<file path="src/flash_cmd_pkg.sv">
// --------------------
// flash command package
// frame layout, header bytes, flash opcodes, LED codes
// and the shared types of the command processor
// --------------------
package flash_cmd_pkg;

	// -------------------- frame layout
	localparam int FRAME_BYTES = 12;
	localparam int CNT_W       = $clog2(FRAME_BYTES + 1);   // counter holds 0..12

	typedef logic [7:0]                 byte_t;
	typedef byte_t [FRAME_BYTES-1:0]    frame_t;             // index 0 is the first byte
	typedef logic [23:0]                addr_t;
	typedef logic [4:0]                 cmd_type_t;

	// -------------------- header and control bytes
	localparam byte_t HDR_C   = 8'h43;
	localparam byte_t HDR_M   = 8'h4D;
	localparam byte_t HDR_LEN = 8'h0C;   // frame length
	localparam byte_t HDR_F   = 8'h46;   // flash target
	localparam byte_t REC_R   = 8'h52;
	localparam byte_t REC_S   = 8'h53;
	localparam byte_t CHAR_CR = 8'h0D;
	localparam byte_t CHAR_LF = 8'h0A;

	// -------------------- operation letters
	localparam byte_t GRP_R = 8'h52;   // read
	localparam byte_t GRP_W = 8'h57;   // write / mode
	localparam byte_t GRP_Q = 8'h51;   // quad io
	localparam byte_t GRP_S = 8'h53;   // single io, erase
	localparam byte_t OPL_I = 8'h49;
	localparam byte_t OPL_S = 8'h53;
	localparam byte_t OPL_E = 8'h45;
	localparam byte_t OPL_D = 8'h44;
	localparam byte_t OPL_Q = 8'h51;
	localparam byte_t OPL_O = 8'h4F;
	localparam byte_t OPL_P = 8'h50;
	localparam byte_t OPL_R = 8'h52;

	// -------------------- flash opcodes
	typedef enum logic [7:0] {
		OP_NONE         = 8'h00,
		OP_READ_ID      = 8'h90,
		OP_READ_SR1     = 8'h05,
		OP_READ_SR2     = 8'h35,
		OP_READ_SR3     = 8'h15,
		OP_WR_ENABLE    = 8'h06,
		OP_WR_DISABLE   = 8'h04,
		OP_WR_SR1       = 8'h01,
		OP_WR_SR2       = 8'h31,
		OP_WR_SR3       = 8'h11,
		OP_ENTER_QPI    = 8'h38,
		OP_EXIT_QPI     = 8'hFF,
		OP_QUAD_PROGRAM = 8'h32,
		OP_QUAD_READ    = 8'h6B,
		OP_PAGE_PROGRAM = 8'h02,
		OP_READ         = 8'h03,
		OP_SECTOR_ERASE = 8'h20
	} flash_op_e;

	typedef enum logic [1:0] {RES_ISSUE, RES_RECOVER, RES_INVALID} decode_result_e;

	// -------------------- LED codes
	localparam logic [3:0] LED_RESET   = 4'b1111;
	localparam logic [3:0] LED_BUSY    = 4'b0001;
	localparam logic [3:0] LED_DONE    = 4'b0011;
	localparam logic [3:0] LED_ERROR   = 4'b0000;
	localparam logic [3:0] LED_RECOVER = 4'b1110;

endpackage

</file>
<file path="src/frame_if.sv">
// --------------------
// frame bus
// completed frame from assembler to decoder
// --------------------
`timescale 1ns/1ps

interface frame_if;

	logic                   frame_valid;   // one-cycle pulse, good frame
	logic                   frame_bad;     // one-cycle pulse, length error
	flash_cmd_pkg::frame_t  frame;         // valid with frame_valid

	modport assembler
	(
		output frame_valid,
		output frame_bad,
		output frame
	);

	modport decoder
	(
		input frame_valid,
		input frame_bad,
		input frame
	);

endinterface

</file>
<file path="src/flash_req_if.sv">
// --------------------
// flash request bus
// decoded request from decoder to issuer
// --------------------
`timescale 1ns/1ps

interface flash_req_if;

	logic                            req_valid;   // one-cycle pulse
	flash_cmd_pkg::decode_result_e   result;
	flash_cmd_pkg::flash_op_e        op;
	flash_cmd_pkg::addr_t            addr;
	flash_cmd_pkg::cmd_type_t        cmd_type;

	modport decoder
	(
		output req_valid,
		output result,
		output op,
		output addr,
		output cmd_type
	);

	modport issuer
	(
		input req_valid,
		input result,
		input op,
		input addr,
		input cmd_type
	);

endinterface

</file>
<file path="src/frame_assembler.sv">
// --------------------
// frame assembler
// turns the falling edge of rx_int into a byte strobe and
// collects bytes into a frame ending in CR LF
// --------------------
`timescale 1ns/1ps

module frame_assembler
(
	input  logic                   clk,
	input  logic                   rst_n,
	input  logic                   rx_int,    // high while a byte is received
	input  flash_cmd_pkg::byte_t   rx_data,
	frame_if.assembler             fr
);

	logic [2:0]                           rx_sync;    // two sync stages plus edge reference
	logic                                 rx_fall;
	logic                                 byte_stb;
	logic [flash_cmd_pkg::CNT_W-1:0]      byte_cnt;   // bytes stored so far
	logic                                 last_cr;    // previous byte was CR
	logic                                 frame_end;
	logic                                 cnt_full;

	// --------------------
	// rx_int synchroniser and edge strobe
	always_ff @(posedge clk or negedge rst_n)
	begin
		if (!rst_n)
		begin
			rx_sync  <= 3'b000;
			byte_stb <= 1'b0;
		end
		else
		begin
			rx_sync  <= {rx_sync[1:0], rx_int};
			byte_stb <= rx_fall;   // byte taken one cycle later
		end
	end

	assign rx_fall   = ~rx_sync[1] & rx_sync[2];
	assign frame_end = (rx_data == flash_cmd_pkg::CHAR_LF) && last_cr;
	assign cnt_full  = (byte_cnt == flash_cmd_pkg::CNT_W'(flash_cmd_pkg::FRAME_BYTES));

	// --------------------
	// byte counter and framing
	always_ff @(posedge clk or negedge rst_n)
	begin
		if (!rst_n)
		begin
			byte_cnt       <= '0;
			last_cr        <= 1'b0;
			fr.frame_valid <= 1'b0;
			fr.frame_bad   <= 1'b0;
		end
		else
		begin
			fr.frame_valid <= 1'b0;
			fr.frame_bad   <= 1'b0;
			if (byte_stb)
			begin
				if (frame_end)
				begin
					// CR LF must sit at bytes 10 and 11
					if (byte_cnt == flash_cmd_pkg::CNT_W'(flash_cmd_pkg::FRAME_BYTES - 1))
						fr.frame_valid <= 1'b1;
					else
						fr.frame_bad <= 1'b1;
					byte_cnt <= '0;
					last_cr  <= 1'b0;
				end
				else if (cnt_full)
				begin
					fr.frame_bad <= 1'b1;   // thirteenth byte, no ending
					byte_cnt     <= '0;
					last_cr      <= 1'b0;
				end
				else
				begin
					byte_cnt <= byte_cnt + 1'b1;
					last_cr  <= (rx_data == flash_cmd_pkg::CHAR_CR);
				end
			end
		end
	end

	// frame storage, payload only
	always_ff @(posedge clk)
	begin
		if (byte_stb && !cnt_full)
			fr.frame[byte_cnt] <= rx_data;
	end

	a_cnt_range: assert property (@(posedge clk) disable iff (!rst_n)
		byte_cnt <= flash_cmd_pkg::CNT_W'(flash_cmd_pkg::FRAME_BYTES))
		else $error("frame_assembler: byte counter out of range (%0d)", byte_cnt);

endmodule

</file>
<file path="src/cmd_decoder.sv">
// --------------------
// command decoder
// checks the frame header and maps group and operation
// letters to a flash opcode, address and command type
// --------------------
`timescale 1ns/1ps

module cmd_decoder
(
	input  logic        clk,
	input  logic        rst_n,
	frame_if.decoder    fr,
	flash_req_if.decoder req
);

	flash_cmd_pkg::decode_result_e   dec_result;
	flash_cmd_pkg::flash_op_e        dec_op;
	logic [2:0]                      sr_sel;      // status register select
	logic                            is_recover;
	logic                            hdr_ok;

	assign sr_sel     = fr.frame[6][7:5];
	assign is_recover = (fr.frame[0] == flash_cmd_pkg::REC_R) &&
	                    (fr.frame[1] == flash_cmd_pkg::REC_S);
	assign hdr_ok     = (fr.frame[0] == flash_cmd_pkg::HDR_C) &&
	                    (fr.frame[1] == flash_cmd_pkg::HDR_M) &&
	                    (fr.frame[2] == flash_cmd_pkg::HDR_LEN) &&
	                    (fr.frame[3] == flash_cmd_pkg::HDR_F);

	// --------------------
	// operation mapping
	always_comb
	begin
		dec_op = flash_cmd_pkg::OP_NONE;   // stays none for unknown letters
		if (hdr_ok)
		begin
			case (fr.frame[4])
				flash_cmd_pkg::GRP_R:
					case (fr.frame[5])
						flash_cmd_pkg::OPL_I: dec_op = flash_cmd_pkg::OP_READ_ID;
						flash_cmd_pkg::OPL_S:
							case (sr_sel)
								3'd2:    dec_op = flash_cmd_pkg::OP_READ_SR2;
								3'd3:    dec_op = flash_cmd_pkg::OP_READ_SR3;
								default: dec_op = flash_cmd_pkg::OP_READ_SR1;
							endcase
						default: dec_op = flash_cmd_pkg::OP_NONE;
					endcase
				flash_cmd_pkg::GRP_W:
					case (fr.frame[5])
						flash_cmd_pkg::OPL_E: dec_op = flash_cmd_pkg::OP_WR_ENABLE;
						flash_cmd_pkg::OPL_D: dec_op = flash_cmd_pkg::OP_WR_DISABLE;
						flash_cmd_pkg::OPL_S:
							case (sr_sel)
								3'd1:    dec_op = flash_cmd_pkg::OP_WR_SR1;
								3'd2:    dec_op = flash_cmd_pkg::OP_WR_SR2;
								3'd3:    dec_op = flash_cmd_pkg::OP_WR_SR3;
								default: dec_op = flash_cmd_pkg::OP_NONE;   // no default register on writes
							endcase
						flash_cmd_pkg::OPL_Q: dec_op = flash_cmd_pkg::OP_ENTER_QPI;
						flash_cmd_pkg::OPL_O: dec_op = flash_cmd_pkg::OP_EXIT_QPI;
						default: dec_op = flash_cmd_pkg::OP_NONE;
					endcase
				flash_cmd_pkg::GRP_Q:
					case (fr.frame[5])
						flash_cmd_pkg::OPL_P: dec_op = flash_cmd_pkg::OP_QUAD_PROGRAM;
						flash_cmd_pkg::OPL_R: dec_op = flash_cmd_pkg::OP_QUAD_READ;
						default: dec_op = flash_cmd_pkg::OP_NONE;
					endcase
				flash_cmd_pkg::GRP_S:
					case (fr.frame[5])
						flash_cmd_pkg::OPL_P: dec_op = flash_cmd_pkg::OP_PAGE_PROGRAM;
						flash_cmd_pkg::OPL_R: dec_op = flash_cmd_pkg::OP_READ;
						flash_cmd_pkg::OPL_E: dec_op = flash_cmd_pkg::OP_SECTOR_ERASE;
						default: dec_op = flash_cmd_pkg::OP_NONE;
					endcase
				default: dec_op = flash_cmd_pkg::OP_NONE;
			endcase
		end

		if (is_recover)
			dec_result = flash_cmd_pkg::RES_RECOVER;
		else if (dec_op != flash_cmd_pkg::OP_NONE)
			dec_result = flash_cmd_pkg::RES_ISSUE;
		else
			dec_result = flash_cmd_pkg::RES_INVALID;
	end

	// --------------------
	// request register
	always_ff @(posedge clk or negedge rst_n)
	begin
		if (!rst_n)
			req.req_valid <= 1'b0;
		else
			req.req_valid <= fr.frame_valid | fr.frame_bad;
	end

	always_ff @(posedge clk)
	begin
		if (fr.frame_valid)
		begin
			req.result   <= dec_result;
			req.op       <= dec_op;
			req.cmd_type <= fr.frame[6][4:0];
			req.addr     <= {fr.frame[7], fr.frame[8], fr.frame[9]};   // byte 7 is msb
		end
		else if (fr.frame_bad)
		begin
			req.result   <= flash_cmd_pkg::RES_INVALID;   // length error
			req.op       <= flash_cmd_pkg::OP_NONE;
			req.cmd_type <= '0;
			req.addr     <= '0;
		end
	end

	a_req_pulse: assert property (@(posedge clk) disable iff (!rst_n)
		req.req_valid |=> !req.req_valid)
		else $error("cmd_decoder: req_valid high on two consecutive cycles");

endmodule

</file>
<file path="src/flash_cmd_issuer.sv">
// --------------------
// flash command issuer
// holds a request on the flash outputs until done, drives the LEDs
// --------------------
`timescale 1ns/1ps

module flash_cmd_issuer
(
	input  logic                        clk,
	input  logic                        rst_n,
	flash_req_if.issuer                 req,
	input  logic                        done,        // pulse from flash controller
	output logic [7:0]                  flash_cmd,
	output flash_cmd_pkg::addr_t        flash_addr,
	output flash_cmd_pkg::cmd_type_t    cmd_type,
	output logic [3:0]                  led
);

	typedef enum logic {ST_IDLE, ST_BUSY} issue_state_e;

	issue_state_e state;

	// --------------------
	// issue FSM
	always_ff @(posedge clk or negedge rst_n)
	begin
		if (!rst_n)
		begin
			state      <= ST_IDLE;
			flash_cmd  <= 8'h00;
			flash_addr <= '0;
			cmd_type   <= '0;
			led        <= flash_cmd_pkg::LED_RESET;
		end
		else
		begin
			case (state)
				ST_IDLE:
				begin
					if (req.req_valid)
					begin
						case (req.result)
							flash_cmd_pkg::RES_ISSUE:
							begin
								flash_cmd  <= req.op;
								flash_addr <= req.addr;
								cmd_type   <= req.cmd_type;
								led        <= flash_cmd_pkg::LED_BUSY;
								state      <= ST_BUSY;
							end
							flash_cmd_pkg::RES_RECOVER: led <= flash_cmd_pkg::LED_RECOVER;
							default:                    led <= flash_cmd_pkg::LED_ERROR;
						endcase
					end
				end
				ST_BUSY:
				begin
					// new requests are dropped here
					if (done)
					begin
						flash_cmd  <= 8'h00;
						flash_addr <= '0;
						cmd_type   <= '0;
						led        <= flash_cmd_pkg::LED_DONE;
						state      <= ST_IDLE;
					end
				end
				default: state <= ST_IDLE;
			endcase
		end
	end

	a_busy_cmd: assert property (@(posedge clk) disable iff (!rst_n)
		state == ST_BUSY |-> flash_cmd != 8'h00)
		else $error("flash_cmd_issuer: zero opcode while busy");

	a_busy_stable: assert property (@(posedge clk) disable iff (!rst_n)
		(state == ST_BUSY && !done) |=> $stable(flash_cmd) && $stable(flash_addr))
		else $error("flash_cmd_issuer: request changed while busy");

endmodule

</file>
<file path="src/cmd_process_top.sv">
// --------------------
// serial command processor, top level
// UART bytes in, flash request and status LEDs out
// --------------------
`timescale 1ns/1ps

module cmd_process_top
(
	input  logic         clk,
	input  logic         rst_n,
	input  logic         rx_int,       // high during byte reception
	input  logic [7:0]   rx_data,
	input  logic         done,         // flash controller finished
	output logic [7:0]   flash_cmd,
	output logic [23:0]  flash_addr,
	output logic [4:0]   cmd_type,
	output logic [3:0]   led
);

	frame_if     frame_bus ();
	flash_req_if req_bus ();

	// --------------------
	// pipeline stages
	frame_assembler frame_assembler_i
	(
		.clk     (clk),
		.rst_n   (rst_n),
		.rx_int  (rx_int),
		.rx_data (rx_data),
		.fr      (frame_bus.assembler)
	);

	cmd_decoder cmd_decoder_i
	(
		.clk   (clk),
		.rst_n (rst_n),
		.fr    (frame_bus.decoder),
		.req   (req_bus.decoder)
	);

	flash_cmd_issuer flash_cmd_issuer_i
	(
		.clk        (clk),
		.rst_n      (rst_n),
		.req        (req_bus.issuer),
		.done       (done),
		.flash_cmd  (flash_cmd),
		.flash_addr (flash_addr),
		.cmd_type   (cmd_type),
		.led        (led)
	);

endmodule

</file>
<file path="config.mk">
export PLATFORM = sky130hd
export DESIGN_NAME = cmd_process_top
export DESIGN_NICKNAME = d
export VERILOG_FILES = /design/src/flash_cmd_pkg.sv /design/src/frame_if.sv /design/src/flash_req_if.sv /design/src/frame_assembler.sv /design/src/cmd_decoder.sv /design/src/flash_cmd_issuer.sv /design/src/cmd_process_top.sv
export SDC_FILE = /design/constraint.sdc
export NUM_CORES = 1
export LEC_CHECK = 0
export BUFFER_PORTS_ARGS = -buffer_cell sky130_fd_sc_hd__buf_2
export CAP_MARGIN = 20
export CELL_PAD_IN_SITES_DETAIL_PLACEMENT = 1
export CELL_PAD_IN_SITES_GLOBAL_PLACEMENT = 1
export CORE_UTILIZATION = 48
export CTS_BUF_LIST = sky130_fd_sc_hd__clkbuf_4
export DETAILED_ROUTE_END_ITERATION = 8
export HOLD_SLACK_MARGIN = 0.1
export PLACE_DENSITY = 0.85
export SLEW_MARGIN = 20
export SYNTH_ARGS = -nofsm -noshare
export SYNTH_HDL_FRONTEND = slang
export SYNTH_HIERARCHICAL = 1
export SYNTH_SLANG_ARGS = --single-unit
export TNS_END_PERCENT = 100
</file>
<file path="constraint.sdc">
create_clock -name clk -period 1.9 [get_ports clk]
set_input_delay 0.19 -clock clk [delete_from_list [all_inputs] [get_ports clk]]
set_output_delay 0.19 -clock clk [all_outputs]
set_load 0.01 [all_outputs]
</file>
==> qor.yml, run 1 <==
grt_pass1_wl_mm: 23.3
wl_met3_um: 513
cp.depth: 6
drive_gt1_frac: 0.360
worstReg2RegStart: "frame_assembler_i/fr.frame[45]$_DFFE_PP_"
clk_latency_ps: 560
synth_fp_nets: 464
finClkSkew_ps: 17.6
cp.arrival_ps: 2400
final_area_mm2: 0.00815
cpPeakStageDelay_ps: 580
antenna_found_initial: 1
cp_slowest_cell: "or4b_4"
cts_root_buf: "clkbuf_4"
cts_buffers: 17
powerDensity_mw_per_mm2: 863
synthCells: 448
layout_setup_ws_ps: -189
hold_violations: 0
crit_start: "frame_assembler_i/fr.frame[45]$_DFFE_PP_"
drc_errors: 0
cts_tree: "done"
utilization: 0.580
clock_sinks: 172
dr_wl_met2_mm: 8.10
crit_end: "cmd_decoder_i/req.result[1]$_SDFFCE_PN1P_"
htree_levels: 4
placementRows: 43
p_int_mw: 5.33
first_pass_iters: 4
path_delay_family: "simple AND/OR/NAND/NOR gates"
violations: "setup timing"
top_layer_used: "met4"
critPathCaptureType: "register"
avgViaCountPerCell: 5.57
setup_tns_ps: -627
p_leak_nw: 3.25
critPathRequiredTime_ps: 2210
drt-initial-drc-count: 235
fin_crit_ps: 2090
portBuffers: 52
crit_chain: "nand4bb_1 > or4b_4 > a21oi_4 > o31ai_1 > a21oi_1 > o41ai_1"
gp_congestion: 0.886
switching_share: 0.243
rsz0062_at_grt: "yes"
initial_core_util: 0.497
ioPinCount: 53
pwr-share-comb: 0.083
cp_max_fo: 3
critPathLaunchType: "register"
die_area_mm2: 0.0150
min_path_type: "in2async"
drtAntennaViolNets: 0
worst_slew_pin_slew_ps: 989
yosys_warnings: 6
hpwl_mm: 9.76
core_mm2: 0.0140
vias: 4101
rrSetupSlack_ps: -190
die_w_um: 123
timing.critical_path.buf_inv: 0
pre_cts_ws_ps: -128
path_class: "reg2reg"
routed_wirelength_mm: 15.3
p_total_mw: 7.03
fin_crit_sh: 1.10
fmax_mhz: 479
syn_area_mm2: 0.00698
power.clock.fraction: 0.291
avgSynthCellArea_um2: 15.6
grt_max_degree: 45
peakVddDrop_v: 0.000403
place_area_mm2: 0.00755
final_nets: 558
clkSlewWorstSetupHoldPaths_ps: 130
die_h_um: 123
grt_pass1_vias: 4347
grt-ovfl-total: 0
slew_violations: 0
clk_path_buf_depth: 2
area_delta_synth_final_pct: 16.8
relSlewSlack: 0.340
grt_use_total: 0.215
setup_viol: 9
timing.max_cap.violations: 0
rr_worst_depth: 6
rr_endpoint: "cmd_decoder_i/req.result[1]$_SDFFCE_PN1P_"
wire_per_inst_um: 20.7
power_frac_seq: 0.626
wl_met1_mm: 6.28
netSwitchingPower_mw: 1.71
outcome: "finished, violations left"
## area by class of cell
type	count	area [um2]
Timing Repair Buffer	98	643
Inverter	10	37.5
Clock buffer	23	173
Antenna cell	1	2.50
Clock inverter	9	98.8
Sequential cell	172	4900
Fill cell	1329	5890
Multi-Input combinational cell	243	2060
Tap cell	180	225
## sequential cells by signal, indices dropped and copies added (netlist names), 2 cells and up
signal                         flops
cmd_decoder_i/req.addr            24
cmd_decoder_i/req.cmd_type         5
cmd_decoder_i/req.op               8
cmd_decoder_i/req.result           2
flash_cmd_issuer_i/cmd_type        5
flash_cmd_issuer_i/flash_addr     24
flash_cmd_issuer_i/flash_cmd       8
flash_cmd_issuer_i/led             3
frame_assembler_i/byte_cnt         4
frame_assembler_i/fr.frame        80
frame_assembler_i/rx_sync          3
## per-layer routing
layer / vias up / track usage
met5: - / 0
met4: 0 / 0.0976
li1: 1858 / -
met3: 33 / 0.0441
met2: 92 / 0.379
met1: 2118 / 0.251
## power groups by stage
stage / sequential (mW) / clock, mW / combinational (mW)
global placement: 4.46 / 0 / 0.505
CTS: 4.40 / 2.09 / 0.572
finish: 4.40 / 2.05 / 0.586
global route: 4.43 / 2.23 / 0.656
detailed placement: 4.48 / 0 / 0.541
floorplan: 4.40 / 0 / 0.372
## cells in the final DEF (no fill, tap or decap), types with 3 or more instances in the layout
cell type	n
a21boi_0	37
a21oi_1	3
and2_1	32
buf_2	52
buf_4	35
clkbuf_4	23
clkinv_2	3
dfrtp_1	50
dfstp_2	3
dlygate4sd3_1	10
edfxtp_1	119
ha_1	4
inv_1	10
mux2_2	29
mux2_4	8
nand2_1	11
nand2b_1	4
nand3_1	4
nand4_1	6
nor2_1	16
nor2_2	6
nor2b_1	7
nor3_1	8
nor4_4	4
o22ai_1	3
## worst min-delay path by stage
stage | start | end | cells past startpoint
floorplan | rst_n | cmd_decoder_i/req.req_valid$_DFF_PN0_ | 0
global placement | rst_n | flash_cmd_issuer_i/flash_addr[14]$_DFFE_PN0P_ | 1
detailed placement | rst_n | flash_cmd_issuer_i/flash_addr[14]$_DFFE_PN0P_ | 1
CTS | rst_n | flash_cmd_issuer_i/flash_addr[14]$_DFFE_PN0P_ | 2
global route | rst_n | flash_cmd_issuer_i/flash_addr[14]$_DFFE_PN0P_ | 2
finish | rst_n | flash_cmd_issuer_i/flash_addr[16]$_DFFE_PN0P_ | 2
## stage by stage
| step | cells | hold slack [ps] |
|---|---|---|
| final | 736 | 132 |
| after detailed placement | 684 | 190 |
| after global placement | 684 | 175 |
| after floorplan | 448 | -106 |
| after CTS | 730 | 115 |
| after global routing | 736 | 119 |
## what timing repair did
| action | 4_1_cts | 5_1_grt |
|---|---|---|
| hold buffers | 10 | 0 |
| gates resized for setup | 5 | 20 |
| setup buffers | 4 | 5 |
| pin swaps | 4 | 12 |
| endpoints found under the hold margin | 132 | 0 |
| endpoints found under the setup margin | 9 | 9 |
(Power assumes the default switching activity.)
==> inputs of run 2 (changes only) <==
--- a/config.mk
+++ b/config.mk
@@ -5,7 +5,7 @@
 export SDC_FILE = /design/constraint.sdc
 export NUM_CORES = 1
 export LEC_CHECK = 0
-export BUFFER_PORTS_ARGS = -buffer_cell sky130_fd_sc_hd__buf_2
+export BUFFER_PORTS_ARGS = -buffer_cell sky130_fd_sc_hd__buf_4
 export CAP_MARGIN = 20
 export CELL_PAD_IN_SITES_DETAIL_PLACEMENT = 1
 export CELL_PAD_IN_SITES_GLOBAL_PLACEMENT = 1
==> run 2 against run 1 <==
  * The run still ends with setup timing left
  * Design area is 0.45% higher
  * Critical endpoint unchanged
  * Sequential share of layout area down 0.27 points
  * Die area did not move
  * Core utilization up 0.26 points
  * Power is 2.0% lower
  * Critical path depth rose by 1
==> qor.yml, run 2 (synthesis results as in run 1) <==
cp.arrival_ps: 2480  # +80 ps
area_delta_synth_final_pct: 17.3
die_h_um: 123  # unchanged
cpPeakStageDelay_ps: 480  # -100 ps
gp_congestion: 0.905  # +2.2%
path_delay_family: "simple AND/OR/NAND/NOR gates"
routed_wirelength_mm: 15.1  # -1.3%
drtAntennaViolNets: 0  # unchanged
p_total_mw: 6.89  # -2.0%
p_leak_nw: 3.19  # -1.9%
finClkSkew_ps: 18.2  # +0.584 ps
clk_path_buf_depth: 2  # unchanged
powerDensity_mw_per_mm2: 842  # -2.5%
timing.critical_path.buf_inv: 1  # +1
critPathCaptureType: "register"
setup_viol: 6  # -3
ioPinCount: 53  # unchanged
crit_chain: "buf_4 > nor4bb_1 > nand2_1 > nor2_2 > nor4_1 > a41oi_2 > o41ai_2"
core_mm2: 0.0140  # unchanged
cp_slowest_cell: "edfxtp_1"
clkSlewWorstSetupHoldPaths_ps: 140  # about the same
htree_levels: 4  # unchanged
cts_buffers: 17  # unchanged
grt_pass1_wl_mm: 23.6  # +1.3%
die_area_mm2: 0.0150  # unchanged
pre_cts_ws_ps: -194  # -66.7 ps
cp_max_fo: 7  # +4
dp.cells: 682  # -0.29%
violations: "setup timing"
die_w_um: 123  # unchanged
grt-ovfl-total: 0  # unchanged
portBuffers: 52  # unchanged
grt_max_degree: 54  # +20%
hold_violations: 0  # unchanged
initial_core_util: 0.497  # unchanged
outcome: "finished, violations left"
largest-register: "frame_assembler_i/fr.frame"
drive_gt1_frac: 0.351  # -0.00891
drt-initial-drc-count: 218  # -7.2%
timing.max_cap.violations: 0  # unchanged
cts_root_buf: "clkbuf_4"
slew_violations: 0  # unchanged
first_pass_iters: 6  # +2
grt_use_total: 0.218  # +0.00389
fmax_mhz: 459  # -4.0%
critPathLaunchType: "register"
final_cell_mix: "119 x edfxtp_1, 84 x buf_4, 50 x dfrtp_1"
clk_latency_ps: 550  # about the same
rr_worst_depth: 7  # +1
antenna_found_initial: 1  # unchanged
fin_crit_sh: 1.15  # +0.0461
rr_endpoint: "cmd_decoder_i/req.result[1]$_SDFFCE_PN1P_"
drc_errors: 0  # unchanged
vias: 3995  # -2.6%
layout_setup_ws_ps: -276  # -87.6 ps
top_regs: "frame_assembler_i/fr.frame x80, cmd_decoder_i/req.addr x24, flash_cmd_issuer_i/flash_addr x24"
relSlewSlack: 0.351  # +0.0105
critPathRequiredTime_ps: 2210  # about the same
cts_tree: "done"
clock_sinks: 172  # unchanged
instances_no_fill: 734  # -0.27%
utilization: 0.583  # +0.00258
path_class: "reg2reg"
worst_slew_pin_slew_ps: 974  # -15.8 ps
rsz0062_at_grt: "yes"
min_path_type: "in2async"
hpwl_mm: 9.83  # +0.67%
peakVddDrop_v: 0.000373  # -7.4%
mostFrequentLayoutCell: "edfxtp_1"
wire_per_inst_um: 20.5  # -1.1%
worstReg2RegStart: "frame_assembler_i/fr.frame[41]$_DFFE_PP_"
avgViaCountPerCell: 5.44  # -2.3%
final_nets: 555  # -0.54%
fin_crit_ps: 2180  # +87.6 ps
largest_reg_flops: 80  # unchanged
placementRows: 43  # unchanged
grt_pass1_vias: 4359  # +0.28%
rrSetupSlack_ps: -280  # -90 ps
cp.depth: 7  # +1
[run 2: worst reg2reg max path: stages (launching register included)]
cell and delay, ps:
edfxtp_1 480, buf_4 210, nor4bb_1 440, nand2_1 170
nor2_2 200, nor4_1 100, a41oi_2 250, o41ai_2 110
[run 2: area by class of cell]
cell class / instances / area [um2]
antenna: 2 / 5.00
clock buffer: 20 / 150
clock inverter: 12 / 97.6
fill: 1339 / 5860
inverter: 10 / 37.5
multi-input combinational: 243 / 2020
sequential: 172 / 4900
tap: 180 / 225
timing repair buffer: 95 / 741
[run 2: how the worst max path moves through the flow]
stage                                                         from                                        end  slack [ps]
after floorplan           frame_assembler_i/fr.frame[37]$_DFFE_PP_  cmd_decoder_i/req.result[1]$_SDFFCE_PN1P_          20
after global placement    frame_assembler_i/fr.frame[37]$_DFFE_PP_  cmd_decoder_i/req.result[1]$_SDFFCE_PN1P_         -20
after detailed placement  frame_assembler_i/fr.frame[45]$_DFFE_PP_  cmd_decoder_i/req.result[1]$_SDFFCE_PN1P_        -190
after CTS                 frame_assembler_i/fr.frame[45]$_DFFE_PP_  cmd_decoder_i/req.result[1]$_SDFFCE_PN1P_        -170
after global routing      frame_assembler_i/fr.frame[45]$_DFFE_PP_  cmd_decoder_i/req.result[1]$_SDFFCE_PN1P_        -310
final                     frame_assembler_i/fr.frame[41]$_DFFE_PP_  cmd_decoder_i/req.result[1]$_SDFFCE_PN1P_        -280
[run 2: per-stage QoR]
step	TNS (ps)	hold slack [ps]	area, um2
final	-563	232	8180
after global routing	-1330	232	8180
after CTS	-379	202	8150
after detailed placement	-616	295	7650
after global placement	-24.7	275	7650
after floorplan	0	-106	6990
[run 2: per-layer routing]
layer  global-route usage  vias up  part of all wire
li1                     -     1851                 -
met2                0.382       89              0.53
met1                0.258     2032              0.42
met3               0.0488       23             0.030
met5                    0        -                 0
met4               0.0922        0             0.020
[run 2: timing repair]
item | in CTS | in global routing
pin swaps | 10 | 8
hold buffers | 11 | 0
endpoints found under the hold margin | 137 | 0
resized for setup | 18 | 3
endpoints found under the setup margin | 9 | 9
setup buffers | 5 | 2
[run 2: report_power, final]
part / total [mW] / internal (mW) / switching [mW]
clock network: 1.89 / 0.681 / 1.21
logic: 0.599 / 0.239 / 0.360
registers: 4.40 / 4.24 / 0.154
total: 6.89 / 5.16 / 1.73
==> inputs of run 3 (changes only) <==
--- a/config.mk
+++ b/config.mk
@@ -9,11 +9,13 @@
 export CAP_MARGIN = 20
 export CELL_PAD_IN_SITES_DETAIL_PLACEMENT = 1
 export CELL_PAD_IN_SITES_GLOBAL_PLACEMENT = 1
+export CORE_MARGIN = 2
 export CORE_UTILIZATION = 48
 export CTS_BUF_LIST = sky130_fd_sc_hd__clkbuf_4
 export DETAILED_ROUTE_END_ITERATION = 8
 export HOLD_SLACK_MARGIN = 0.1
 export PLACE_DENSITY = 0.85
+export SKIP_LAST_GASP = 1
 export SLEW_MARGIN = 20
 export SYNTH_ARGS = -nofsm -noshare
 export SYNTH_HDL_FRONTEND = slang
==> run 3 against run 2 <==
  * The run still ends with setup timing left
  * Combinational power fell by 0.7%
  * Setup slack improved by 25 ps
  * Worst hold slack got worse by 4.2 ps
  * Highest routed layer unchanged
  * Sequential cell count did not move
  * Largest power group unchanged
==> qor.yml, run 3 (synthesis results as in run 1) <==
hpwl_mm: 9.58  # -2.5%
hold_violations: 0  # unchanged
final_nets: 551  # -0.72%
cts_buffers: 17  # unchanged
critPathRequiredTime_ps: 2180  # -30 ps
top_usage_layer: "met2"
largest-register: "frame_assembler_i/fr.frame"
critPathCaptureType: "register"
worstReg2RegStart: "frame_assembler_i/fr.frame[45]$_DFFE_PP_"
seqCellArea_mm2: 0.00490  # unchanged
p_leak_nw: 3.18  # -0.46%
core_mm2: 0.0144  # +2.3%
p_total_mw: 6.76  # -1.9%
worst_slew_pin_slew_ps: 999  # +25.1 ps
p_int_mw: 5.13  # -0.72%
netSwitchingPower_mw: 1.63  # -5.4%
slew_violations: 0  # unchanged
grt_pass1_vias: 4328  # -0.71%
pwr-share-comb: 0.088  # about the same
cts_root_buf: "clkbuf_4"
grt_max_degree: 54  # unchanged
use_met3: 0.0460  # -0.00283
cts_tree: "done"
clk_path_buf_depth: 2  # unchanged
use_met2: 0.338  # -0.0442
min_path_type: "in2async"
violations: "setup timing"
timing.max_cap.violations: 0  # unchanged
critPathLaunchType: "register"
n_fill_cell: 1361  # +1.6%
use_met1: 0.241  # -0.0176
placementRows: 44  # +2.3%
instances_no_fill: 733  # -0.14%
ioPinCount: 53  # unchanged
drc_errors: 0  # unchanged
die_w_um: 125  # +1.6%
first_pass_iters: 4  # -2
rsz0062_at_grt: "yes"
peakVddDrop_v: 0.000361  # -3.2%
mostFrequentLayoutCell: "edfxtp_1"
htree_levels: 4  # unchanged
clk_latency_ps: 550  # about the same
cp_max_fo: 3  # -4
powerDensity_mw_per_mm2: 831  # -1.3%
clock_sinks: 172  # unchanged
power_frac_seq: 0.652  # +0.014
multi_input_area_mm2: 0.00202  # -0.12%
fin_crit_ps: 2150  # -24.6 ps
die_area_mm2: 0.0155  # +3.3%
drtAntennaViolNets: 0  # unchanged
drive_gt1_frac: 0.347  # -0.00473
fin_crit_sh: 1.13  # -0.0129
rrSetupSlack_ps: -250  # +20 ps
crit_start: "frame_assembler_i/fr.frame[45]$_DFFE_PP_"
routed_wirelength_mm: 14.8  # -1.5%
top_regs: "frame_assembler_i/fr.frame x80, cmd_decoder_i/req.addr x24, flash_cmd_issuer_i/flash_addr x24"
final_cell_mix: "119 x edfxtp_1, 79 x buf_4, 50 x dfrtp_1"
drt-initial-drc-count: 251  # +15%
layout_setup_ws_ps: -252  # +24.6 ps
power.clock.fraction: 0.260  # -0.015
setup_viol: 7  # +1
avgViaCountPerCell: 5.40  # -0.77%
cp.arrival_ps: 2430  # -50 ps
initial_core_util: 0.486  # -0.0113
antenna_found_initial: 1  # unchanged
switching_share: 0.242  # -0.00887
finClkSkew_ps: 22.7  # +4.53 ps
vias: 3959  # -0.90%
area_delta_synth_final_pct: 16.6
die_h_um: 125  # +1.6%
dp.cells: 683  # +0.15%
portBuffers: 52  # unchanged
path_class: "reg2reg"
setup_tns_ps: -468  # +95.4 ps
largest_reg_flops: 80  # unchanged
outcome: "finished, violations left"
grt_use_total: 0.197  # -0.0211
wire_per_inst_um: 20.3  # -1.3%
grt_pass1_wl_mm: 23.4  # -0.70%
rr_worst_depth: 6  # -1
fmax_mhz: 465  # +1.1%
rr_endpoint: "cmd_decoder_i/req.result[1]$_SDFFCE_PN1P_"
gp_congestion: 0.907  # +0.18%
clkSlewWorstSetupHoldPaths_ps: 120  # -20 ps
grt-ovfl-total: 0  # unchanged
relSlewSlack: 0.334  # -0.0167
run 3: how the worst max path moves through the flow:
stage / endpoint / slack, ps
after detailed placement: cmd_decoder_i/req.result[1]$_SDFFCE_PN1P_ / -180
final: cmd_decoder_i/req.result[1]$_SDFFCE_PN1P_ / -250
after floorplan: cmd_decoder_i/req.result[1]$_SDFFCE_PN1P_ / 20
after CTS: cmd_decoder_i/req.result[1]$_SDFFCE_PN1P_ / -130
after global placement: cmd_decoder_i/req.result[1]$_SDFFCE_PN1P_ / -6
after global routing: cmd_decoder_i/req.result[1]$_SDFFCE_PN1P_ / -290
run 3: through the flow:
| step | hold WS, ps | util | setup WS [ps] | cell area, um2 |
|---|---|---|---|---|
| 3_5_place_dp | 300 | 0.532 | -180 | 7640 |
| 6_report | 228 | 0.566 | -252 | 8140 |
| 5_1_grt | 246 | 0.566 | -294 | 8140 |
| 3_3_place_gp | 277 | 0.532 | -5.64 | 7640 |
| 2_1_floorplan | -106 | - | 16.1 | 6990 |
| 4_1_cts | 220 | 0.559 | -132 | 8040 |
run 3: final cells by class:
cell class / count / share of cell area
repair buffers: 91 / 0.0878
clock inverters: 5 / 0.00292
multi-input cells: 243 / 0.249
flip-flops and latches: 172 / 0.603
well taps: 184 / 0.0283
inverters: 10 / 0.00461
diodes: 1 / 0.000308
clock buffers: 27 / 0.0249
run 3: timing repair:
item / 4_1_cts / 5_1_grt
hold buffers: 11 / 0
endpoints found under the hold margin: 137 / 0
buffers inserted: 3 / 3
pin swaps: 3 / 12
resized for setup: 7 / 13
setup endpoints to repair: 9 / 9
run 3: critical path: stages (launching register included):
cell	delay [ps]
edfxtp_1	400
nand4bb_1	220
or4b_4	590
a21oi_4	200
a31oi_1	100
a41oi_2	270
o41ai_2	110
run 3: power by group through the flow:
stage	sequential [mW]	combinational (mW)	clock, mW
5_1_grt	4.44	0.656	1.95
6_report	4.40	0.595	1.76
3_3_place_gp	4.46	0.519	0
3_5_place_dp	4.49	0.564	0
4_1_cts	4.41	0.595	1.82
2_1_floorplan	4.40	0.372	0
run 3: metal layers:
metal / share of wire / wire length [um] / vias to the layer above
li1: - / - / 1834
met1: 0.42 / 6210 / 2014
met2: 0.53 / 7820 / 87
met3: 0.034 / 505 / 24
met4: 0.021 / 314 / 0
met5: 0 / 0 / -
